## src/verilog/opl3_timer_pkg.sv

```systemverilog
package opl3_timer_pkg;

    // Bus and register widths
    localparam int BUS_DATA_WIDTH = 8;
    localparam int BUS_PORT_WIDTH = 2;
    localparam int REG_ADDR_WIDTH = 8;
    localparam int REG_BANK_WIDTH = 1;
    localparam int TIMER_WIDTH    = 8;

    typedef logic [BUS_DATA_WIDTH-1:0] bus_data_t;   // CPU byte and register data
    typedef logic [BUS_PORT_WIDTH-1:0] bus_port_t;   // Port select from the CPU
    typedef logic [REG_ADDR_WIDTH-1:0] reg_addr_t;   // Register address in a bank
    typedef logic [REG_BANK_WIDTH-1:0] reg_bank_t;   // Bank 0 or bank 1
    typedef logic [TIMER_WIDTH-1:0]    timer_val_t;  // Timer preset and count

    // Port select bits
    localparam int PORT_DATA_BIT = 0;                // 0 address port, 1 data port
    localparam int PORT_BANK_BIT = 1;

    // Timer register addresses, bank 0 only
    localparam reg_addr_t REG_TIMER1_ADDR     = 8'h02;
    localparam reg_addr_t REG_TIMER2_ADDR     = 8'h03;
    localparam reg_addr_t REG_TIMER_CTRL_ADDR = 8'h04;

    // Bank that holds the timer registers
    localparam reg_bank_t TIMER_BANK = 1'b0;

    // Control byte fields
    localparam int CTRL_IRQ_RST_BIT  = 7;            // Clears both flags while set
    localparam int CTRL_FLAG1_EN_BIT = 6;
    localparam int CTRL_FLAG2_EN_BIT = 5;
    localparam int CTRL_START2_BIT   = 1;
    localparam int CTRL_START1_BIT   = 0;

    // Status byte fields, the rest read as zero
    localparam int STATUS_IRQ_BIT   = 7;
    localparam int STATUS_FLAG1_BIT = 6;
    localparam int STATUS_FLAG2_BIT = 5;

    // Clocks per counter tick
    // Much shorter than the chip so runs stay quick, same 1:4 ratio
    localparam int TIMER1_TICK_INTERVAL = 4;
    localparam int TIMER2_TICK_INTERVAL = 16;

endpackage

```

## src/verilog/host_bus_if.sv

```systemverilog
`timescale 1ns/1ps

module host_bus_if (
    input  logic                      clk,
    input  logic                      reset,
    input  logic                      bus_wr,        // One-cycle CPU write strobe
    input  logic                      bus_rd,        // One-cycle CPU read strobe
    input  opl3_timer_pkg::bus_port_t bus_port,
    input  opl3_timer_pkg::bus_data_t bus_din,
    input  opl3_timer_pkg::bus_data_t status,        // From timer block
    output opl3_timer_pkg::bus_data_t bus_dout,
    output logic                      reg_wr_valid,
    output opl3_timer_pkg::reg_bank_t reg_wr_bank,
    output opl3_timer_pkg::reg_addr_t reg_wr_addr,
    output opl3_timer_pkg::bus_data_t reg_wr_data
);
    import opl3_timer_pkg::*;

    reg_addr_t addr_q;       // Last address written, kept for many data writes
    reg_bank_t bank_q;
    logic      addr_wr;
    logic      data_wr;

    // Port bit 0 picks address or data
    assign addr_wr = bus_wr && !bus_port[PORT_DATA_BIT];
    assign data_wr = bus_wr && bus_port[PORT_DATA_BIT];

    // Address and bank latch
    always_ff @(posedge clk) begin
        if (reset) begin
            addr_q <= '0;
            bank_q <= '0;
        end else if (addr_wr) begin
            addr_q <= bus_din;
            bank_q <= bus_port[PORT_BANK_BIT];  // Bank comes with the address write
        end
    end

    // Write strobe, one cycle per data-port write
    always_ff @(posedge clk) begin
        if (reset) begin
            reg_wr_valid <= 1'b0;
            reg_wr_bank  <= '0;
            reg_wr_addr  <= '0;
        end else begin
            reg_wr_valid <= data_wr;
            if (data_wr) begin
                reg_wr_bank <= bank_q;     // Snapshot so a following address
                reg_wr_addr <= addr_q;     // write can't disturb this strobe
            end
        end
    end

    // Data byte rides with the strobe
    always_ff @(posedge clk) begin
        if (data_wr) begin
            reg_wr_data <= bus_din;
        end
    end

    // Read data held until the next read
    always_ff @(posedge clk) begin
        if (reset) begin
            bus_dout <= '0;
        end else if (bus_rd) begin
            bus_dout <= status;            // Status is the only readable byte
        end
    end

endmodule

```

## src/verilog/opl3_timer_top.sv

```systemverilog
`timescale 1ns/1ps

module opl3_timer_top (
    input  logic                      clk,
    input  logic                      reset,
    input  logic                      bus_wr,
    input  logic                      bus_rd,
    input  opl3_timer_pkg::bus_port_t bus_port,
    input  opl3_timer_pkg::bus_data_t bus_din,
    output opl3_timer_pkg::bus_data_t bus_dout,
    output logic                      irq_n
);
    import opl3_timer_pkg::*;

    // Register write path, host to timers
    logic      reg_wr_valid;
    reg_bank_t reg_wr_bank;
    reg_addr_t reg_wr_addr;
    bus_data_t reg_wr_data;
    bus_data_t status;         // Back to the host for reads

    host_bus_if u_host (
        .clk         (clk),
        .reset       (reset),
        .bus_wr      (bus_wr),
        .bus_rd      (bus_rd),
        .bus_port    (bus_port),
        .bus_din     (bus_din),
        .status      (status),
        .bus_dout    (bus_dout),
        .reg_wr_valid(reg_wr_valid),
        .reg_wr_bank (reg_wr_bank),
        .reg_wr_addr (reg_wr_addr),
        .reg_wr_data (reg_wr_data)
    );

    timers u_timers (
        .clk         (clk),
        .reset       (reset),
        .reg_wr_valid(reg_wr_valid),
        .reg_wr_bank (reg_wr_bank),
        .reg_wr_addr (reg_wr_addr),
        .reg_wr_data (reg_wr_data),
        .irq_n       (irq_n),
        .status      (status)
    );

endmodule

```

## src/verilog/timer.sv

```systemverilog
`timescale 1ns/1ps

module timer #(
    parameter int TICK_INTERVAL = 4                  // Clocks per counter tick
) (
    input  logic                       clk,
    input  logic                       reset,
    input  opl3_timer_pkg::timer_val_t preset,       // Load and reload value
    input  logic                       start,        // Level, count while high
    output logic                       overflow_pulse
);
    import opl3_timer_pkg::*;

    localparam int PRESCALE_WIDTH = (TICK_INTERVAL > 1) ? $clog2(TICK_INTERVAL) : 1;
    localparam logic [PRESCALE_WIDTH-1:0] PRESCALE_LAST = PRESCALE_WIDTH'(TICK_INTERVAL - 1);

    logic [PRESCALE_WIDTH-1:0] prescale_cnt;
    logic                      tick;
    logic                      start_q;
    logic                      start_rise;
    timer_val_t                count;

    assign start_rise = start && !start_q;
    assign tick       = start && (prescale_cnt == PRESCALE_LAST);

    // Edge detect on start
    always_ff @(posedge clk) begin
        if (reset) begin
            start_q <= 1'b0;
        end else begin
            start_q <= start;
        end
    end

    // Prescaler, wraps every TICK_INTERVAL clocks
    always_ff @(posedge clk) begin
        if (reset || start_rise || !start) begin
            prescale_cnt <= '0;            // Restart the interval on each start
        end else if (tick) begin
            prescale_cnt <= '0;
        end else begin
            prescale_cnt <= prescale_cnt + 1'b1;
        end
    end

    // Up-counter with reload
    // Overflow period is (256 - preset) ticks from the load
    always_ff @(posedge clk) begin
        if (reset) begin
            count          <= '0;
            overflow_pulse <= 1'b0;
        end else begin
            overflow_pulse <= 1'b0;        // Default, single-cycle pulse
            if (start_rise) begin
                count <= preset;
            end else if (tick) begin
                if (count == '1) begin
                    count          <= preset;  // Wrap back to preset, not zero
                    overflow_pulse <= 1'b1;
                end else begin
                    count <= count + 1'b1;
                end
            end
        end
    end

endmodule

```

## src/verilog/timers.sv

```systemverilog
`timescale 1ns/1ps

module timers (
    input  logic                      clk,
    input  logic                      reset,
    input  logic                      reg_wr_valid,
    input  opl3_timer_pkg::reg_bank_t reg_wr_bank,
    input  opl3_timer_pkg::reg_addr_t reg_wr_addr,
    input  opl3_timer_pkg::bus_data_t reg_wr_data,
    output logic                      irq_n,         // Active low, registered
    output opl3_timer_pkg::bus_data_t status
);
    import opl3_timer_pkg::*;

    timer_val_t timer1_preset;
    timer_val_t timer2_preset;
    logic       irq_rst;        // Holds flags clear until rewritten
    logic       flag1_en;
    logic       flag2_en;
    logic       start1;
    logic       start2;
    logic       timer1_overflow_pulse;
    logic       timer2_overflow_pulse;
    logic       flag1;
    logic       flag2;
    logic       irq;
    logic       bank_hit;

    // Only bank 0 carries the timer registers
    assign bank_hit = reg_wr_valid && (reg_wr_bank == TIMER_BANK);

    // Register decode, other addresses ignored
    always_ff @(posedge clk) begin
        if (reset) begin
            timer1_preset <= '0;
            timer2_preset <= '0;
            irq_rst       <= 1'b0;
            flag1_en      <= 1'b0;
            flag2_en      <= 1'b0;
            start1        <= 1'b0;
            start2        <= 1'b0;
        end else if (bank_hit) begin
            if (reg_wr_addr == REG_TIMER1_ADDR) begin
                timer1_preset <= reg_wr_data;
            end
            if (reg_wr_addr == REG_TIMER2_ADDR) begin
                timer2_preset <= reg_wr_data;
            end
            if (reg_wr_addr == REG_TIMER_CTRL_ADDR) begin
                irq_rst  <= reg_wr_data[CTRL_IRQ_RST_BIT];
                flag1_en <= reg_wr_data[CTRL_FLAG1_EN_BIT];
                flag2_en <= reg_wr_data[CTRL_FLAG2_EN_BIT];
                start2   <= reg_wr_data[CTRL_START2_BIT];
                start1   <= reg_wr_data[CTRL_START1_BIT];
            end
        end
    end

    timer #(
        .TICK_INTERVAL(TIMER1_TICK_INTERVAL)   // Fast timer
    ) u_timer1 (
        .clk           (clk),
        .reset         (reset),
        .preset        (timer1_preset),
        .start         (start1),
        .overflow_pulse(timer1_overflow_pulse)
    );

    timer #(
        .TICK_INTERVAL(TIMER2_TICK_INTERVAL)   // Slow timer, 4x the tick
    ) u_timer2 (
        .clk           (clk),
        .reset         (reset),
        .preset        (timer2_preset),
        .start         (start2),
        .overflow_pulse(timer2_overflow_pulse)
    );

    // Sticky flags, clear has priority over a new overflow
    always_ff @(posedge clk) begin
        if (reset || irq_rst) begin
            flag1 <= 1'b0;
            flag2 <= 1'b0;
        end else begin
            if (timer1_overflow_pulse && flag1_en) flag1 <= 1'b1;
            if (timer2_overflow_pulse && flag2_en) flag2 <= 1'b1;
        end
    end

    assign irq = flag1 || flag2;

    // Interrupt pin lags the flags by one clock
    always_ff @(posedge clk) begin
        if (reset) begin
            irq_n <= 1'b1;
        end else begin
            irq_n <= !irq;
        end
    end

    // Status byte, unused bits zero
    always_comb begin
        status                   = '0;
        status[STATUS_IRQ_BIT]   = irq;
        status[STATUS_FLAG1_BIT] = flag1;
        status[STATUS_FLAG2_BIT] = flag2;
    end

endmodule
```

## config.mk

```make
export PLATFORM = sky130hd
export DESIGN_NAME = opl3_timer_top
export DESIGN_NICKNAME = d
export VERILOG_FILES = /design/src/verilog/opl3_timer_pkg.sv /design/src/verilog/host_bus_if.sv /design/src/verilog/opl3_timer_top.sv /design/src/verilog/timer.sv /design/src/verilog/timers.sv
export SDC_FILE = /design/constraint.sdc
export NUM_CORES = 1
export LEC_CHECK = 0
export BUFFER_PORTS_ARGS = -buffer_cell sky130_fd_sc_hd__buf_4
export CAP_MARGIN = 10
export CORE_MARGIN = 5
export CORE_UTILIZATION = 30
export DETAILED_ROUTE_END_ITERATION = 6
export SLEW_MARGIN = 5
export SYNTH_ARGS = -nofsm -noshare
export SYNTH_HDL_FRONTEND = slang
export SYNTH_SLANG_ARGS = --single-unit
```

## constraint.sdc

```tcl
create_clock -name clk -period 2.3 [get_ports clk]
set_input_delay 0.115 -clock clk [delete_from_list [all_inputs] [get_ports clk]]
set_output_delay 0.115 -clock clk [all_outputs]
set_load 0.02 [all_outputs]
```

==> results.ini, run 1 <==
[cells_and_area]
utilization_pct = 35.6
nets = 403
antenna_cells = 0
drive_gt1_share_pct = 11.5
area_growth_syn_to_layout_pct = 16.4
final_area_um2 = 3880
fillerInstances = 1122
instances_no_fill = 530

[sta]
fin_crit_sh_pct = 78.5
max_freq_mhz = 554
worst_slew_pin_slew_ns = 0.623
slew_headroom_pct = 58.4
rsz0062_at_grt = false
finalSetupViolCount = 0
min_period_ns = 1.80
hold_violations = 0
finalSetupTns_ns = 0
skew_ns = 0.00954
slew_viol_final = 0

[setup_path]
path_delay_family = simple AND/OR/NAND/NOR gates
path_depth = 5
worstPathRequired_ns = 2.51
path_max_fanout = 8
endpoint = u_timers.timer1_preset[3]$_SDFFE_PP0P_
r2r_slack_ns = 0.50
reg2regPathDepth = 5
max_stage_delay_ns = 0.56
path_buf_inv = 1
r2r_end = u_timers.timer1_preset[3]$_SDFFE_PP0P_
cp_cell_sequence = or4_4, nor4b_2, buf_4, mux2i_1, nor2_1
critPathKind = flip-flop to flip-flop
slowest_stage = or4_4
cp.arrival_ns = 2.02
start_kind = flip-flop
worstSetupEndpointType = flip-flop
startpoint = u_host.reg_wr_addr[4]$_SDFFE_PP0P_
reg2reg_from = u_host.reg_wr_addr[4]$_SDFFE_PP0P_

[synth]
synth.distinct_cells = 54
synth_common_cells = dfxtp_1, nand2_1, nor2_1
ys_top_cells_by_area = dfxtp_1, mux2i_1, edfxtp_1, nand2_1, nor2_1
mappedNetlistArea_um2 = 3330
synth_warnings = 0
yosysSeqAreaShare_pct = 50.4
synth_edf_count = 8
async_flop_share_pct = 0
synth_seq_cells = 80
avgSynthCellArea_um2 = 9.26
yosysTopAreaCell = dfxtp_1
synth_top_area_share_pct = 43.2
netlist_instances = 360
yosys_most_used_dff = dfxtp_1
yosysMostFrequentCell = dfxtp_1

[clock_tree]
cts_tree = done
cts_max_path_buffers = 2
cts_buffers = 9
ctsResizeCount = 0
cts_hold_buf = 10
cts_root_buf = clkbuf_8
clkSinkCount = 80
post_cts_buffers = 0
clk_pin_slew_ns = 0.08
clk_latency_ns = 0.34
htree_levels = 3

[floorplanning]
die_area_um2 = 13300
rows = 38
fp.dieH_um = 115
initial_core_util_pct = 30.6
io_pins = 23
dieWidth_um = 115
core-area_um2 = 10900

[placed_design]
placement.io_buffers = 17
place_congestion = 0.866
dpl-instance-area_um2 = 3580
hpwl_um = 4900
dp.cells = 504

[pwr]
power_density_nw_per_um2 = 667
ir_worst_vdd_v = 0.000443
finalPower_uw = 2590
p_leak_uw = 0.00141

[global_route]
globalRoute.totalOverflow = 0
grt_pass1_vias = 2476
grt_max_degree = 36
grt_use_total_pct = 11.0
antenna_found_initial = 0
grt_pass1_wl_um = 11700

[detailed_routing]
via_count = 2589
wl_um = 7010
firstDrtPassIters = 4
drc_errors = 0
vias_per_cell = 4.88
ant_nets = 0
detail_route.wl_per_cell_um = 13.2
drt_iter0_markers = 113

[outcome]
status = finished, final reports clean

[job]
drv_cap = 0

[hold_path]
hold_path.class = primary input to flip-flop

==> metal layers <==
metal  part of all wire (%)  vias to the layer above  track usage [%]
met2                     48                       49             17.7
met5                      0                        -                0
met4                    1.5                        0             4.93
li1                       -                     1327                -
met1                     48                     1204             14.5
met3                    2.9                        9             2.04
==> flip-flops by register name (all words and copies together) (netlist names), 2 cells and up <==
register	cells
u_timers.timer1_preset	8
u_host.bus_dout	3
u_timers.timer2_preset	8
u_host.addr_q	8
u_timers.u_timer2.count	8
u_timers.u_timer1.count	8
u_timers.u_timer2.prescale_cnt	4
u_timers.u_timer1.prescale_cnt	2
u_host.reg_wr_addr	8
u_host.reg_wr_data	8
==> layout by cell type, fill, tap and decap left out, types with 6 or more instances in the layout <==
master	netlist	routed
edfxtp_1	8	8
dlygate4sd3_1	0	10
nand3_1	11	11
a21oi_1	24	24
mux2i_1	26	26
nor2b_1	6	6
nand2_1	55	55
nor2_1	40	40
buf_4	6	21
clkbuf_8	0	9
a31oi_1	7	7
dfxtp_1	72	72
==> cell families after synthesis <==
logic type	after synthesis	share of synthesized area (%)
AOI/OAI and AO/OA	65	12.8
other	1	0.112
muxes	26	7.80
xor gates and xnor gates	2	0.525
and+or+nand+nor	155	23.1
buffers and inverters	27	3.79
DFF	80	50.4
adders and majority gates	4	1.50
==> how the worst min path moves through the flow <==
stage / endpoint / slack, ns / from / cells after the start
after floorplan: u_timers.u_timer2.start_q$_SDFF_PP0_ / 0.21 / reset / 1
after global placement: u_host.reg_wr_data[0]$_DFFE_PP_ / 0.31 / bus_din[0] / 1
after detailed placement: u_host.reg_wr_data[6]$_DFFE_PP_ / 0.31 / bus_din[6] / 1
after CTS: u_host.addr_q[0]$_SDFFE_PP0P_ / 0.16 / bus_port[0] / 4
after global routing: u_host.addr_q[7]$_SDFFE_PP0P_ / 0.18 / bus_port[0] / 4
final: u_host.bus_dout[6]$_SDFFE_PP0P_ / 0.17 / reset / 2
==> metrics by stage <==
stage / hold slack [ns] / setup WS (ns)
detailed placement: 0.308 / 0.509
floorplan: 0.206 / 0.649
finish: 0.172 / 0.495
global placement: 0.308 / 0.541
global route: 0.176 / 0.364
CTS: 0.157 / 0.475
==> report_power, final <==
| group | switching [µW] | leakage (µW) | internal (µW) |
|---|---|---|---|
| clock | 515 | 0.0000952 | 501 |
| combinational | 66.4 | 0.000662 | 49.7 |
| sequential | 23.1 | 0.000657 | 1430 |
==> final cells by class <==
type                    count  area, µm²  share of cell area, %
clock buffers               9        124                   3.19
clock inverters             7       72.6                   1.87
inverters                   6       22.5                  0.580
multi-input cells         257       1550                   39.9
flip-flops and latches     80       1680                   43.3
well taps                 140        175                   4.51
repair buffers             31        258                   6.64
Note: power is estimated with default switching activity, not from simulation.
==> run 2: changes to the inputs <==
==> constraint.sdc (replaced) <==
create_clock -name clk -period 1.5 [get_ports clk]
set_input_delay 0.075 -clock clk [delete_from_list [all_inputs] [get_ports clk]]
set_output_delay 0.075 -clock clk [all_outputs]
set_load 0.02 [all_outputs]
==> results.ini, run 2 (same netlist as run 1, synthesis figures left out) <==
[clock_tree]
cts_buffers = 9
cts_tree = done
htree_levels = 3
cts_root_buf = clkbuf_8
cts_max_path_buffers = 2
clk_pin_slew_ns = 0.08
clk_latency_ns = 0.35
clkSinkCount = 80

[setup_path]
slowest_stage = or4_4
worstSetupEndpointType = flip-flop
reg2reg_from = u_host.reg_wr_addr[4]$_SDFFE_PP0P_
start_kind = flip-flop
cp_cell_sequence = or4_4, nor4b_4, buf_6, mux2i_2, nor2_1
r2r_slack_ns = -0.20
path_delay_family = simple AND/OR/NAND/NOR gates
worstPathRequired_ns = 1.74
r2r_end = u_timers.timer1_preset[1]$_SDFFE_PP0P_
critPathKind = flip-flop to flip-flop
reg2regPathDepth = 5
path_buf_inv = 1
path_max_fanout = 8
max_stage_delay_ns = 0.57
cp.arrival_ns = 1.94

[detailed_routing]
detail_route.wl_per_cell_um = 13.4
drc_errors = 0
ant_nets = 0
maxUsedRoutingLayer = met4
wl_um = 7590
drt_iter0_markers = 121
met2_length_um = 3600
firstDrtPassIters = 5
vias_per_cell = 4.92
wl_met3_um = 258
met1_length_um = 3610
via_count = 2781

[pwr]
p_leak_uw = 0.00161
power_density_nw_per_um2 = 948
ir_worst_vdd_v = 0.000488

[global_route]
antenna_found_initial = 0
grt_pass1_wl_um = 12500
grt_max_degree = 32
globalRoute.totalOverflow = 0
grt_use_total_pct = 11.8
grt_pass1_vias = 2668

[sta]
max_freq_mhz = 588
setup_slack_ns = -0.200
fin_crit_sh_pct = 113
skew_ns = 0.0118
finalSetupViolCount = 22
hold_violations = 0
slew_headroom_pct = 62.5
min_period_ns = 1.70
worst_slew_pin_slew_ns = 0.561
rsz0062_at_grt = true
slew_viol_final = 0

[cells_and_area]
mostFrequentLayoutCells = dfxtp_1, nand2_1, buf_4
utilization_pct = 39.3
antenna_cells = 0
nets = 438
final_area_um2 = 4280
layout_commonest_cell = dfxtp_1
drive_gt1_share_pct = 25.4
area_growth_syn_to_layout_pct = 28.4
instances_no_fill = 565

[floorplanning]
core-area_um2 = 10900
rows = 38
io_pins = 23
fp.dieH_um = 115
initial_core_util_pct = 30.6
die_area_um2 = 13300
dieWidth_um = 115

[hold_path]
holdPathEnd = u_timers.timer2_preset[1]$_SDFFE_PP0P_
hold_depth = 2
hold_path.class = primary input to flip-flop
worstHoldStart = reset

[placed_design]
dpl-instance-area_um2 = 3850
place_congestion = 0.786
hpwl_um = 5400
dp.cells = 538
placement.io_buffers = 17

[outcome]
violations = setup timing
status = finished with violations

[job]
drv_cap = 0

==> run 2: cell type report <==
cell class                 instances  area [µm²]
timing repair buffer              66         536
inverter                           6        22.5
multi-input combinational        257        1650
tap                              140         175
sequential                        80        1700
clock buffer                      10         138
clock inverter                     6        68.8
fill                            1056        6610
==> run 2: routing by layer <==
layer  GRT usage (%)  vias up
met5               0        -
met4            4.77        0
met3            2.51       12
met2            19.3       53
met1            15.1     1317
li1                -     1399
==> run 2: metrics by stage <==
step                worst slack [ns]  setup TNS [ns]  power [µW]  hold slack (ns)
finish                        -0.200           -2.96        4060            0.114
global route                  -0.284           -4.82        4230            0.124
CTS                           -0.216           -3.17        4090            0.102
detailed placement            -0.193           -2.98        2450            0.269
global placement              -0.170           -2.41        2440            0.269
floorplan                     -0.144           -1.60        2380            0.166
==> run 2: worst max path at each step <==
stage                                             end                               start  cells after the start  slack (ns)
5_1_grt        u_timers.timer1_preset[1]$_SDFFE_PP0P_  u_host.reg_wr_addr[4]$_SDFFE_PP0P_                      5       -0.28
3_3_place_gp   u_timers.timer1_preset[1]$_SDFFE_PP0P_  u_host.reg_wr_addr[4]$_SDFFE_PP0P_                      5       -0.17
2_1_floorplan           u_timers.irq_rst$_SDFFE_PP0P_  u_host.reg_wr_addr[1]$_SDFFE_PP0P_                      4       -0.14
6_report       u_timers.timer1_preset[1]$_SDFFE_PP0P_  u_host.reg_wr_addr[4]$_SDFFE_PP0P_                      5       -0.20
4_1_cts        u_timers.timer1_preset[5]$_SDFFE_PP0P_  u_host.reg_wr_addr[4]$_SDFFE_PP0P_                      5       -0.22
3_5_place_dp   u_timers.timer1_preset[2]$_SDFFE_PP0P_  u_host.reg_wr_addr[4]$_SDFFE_PP0P_                      5       -0.19
==> run 2: repair_timing <==
| action | CTS | global route |
|---|---|---|
| cloned | 0 | 0 |
| pin swaps | 8 | 7 |
| buffers inserted | 1 | 0 |
| resized for setup | 11 | 24 |
| setup endpoints to repair | 32 | 32 |
| hold buffers | 10 | 0 |
| endpoints found under the hold margin | 18 | 0 |
==> run 2: report_power, final <==
group / switching, µW / internal (µW)
registers: 36.0 / 2200
logic: 105 / 83.9
clock network: 814 / 820
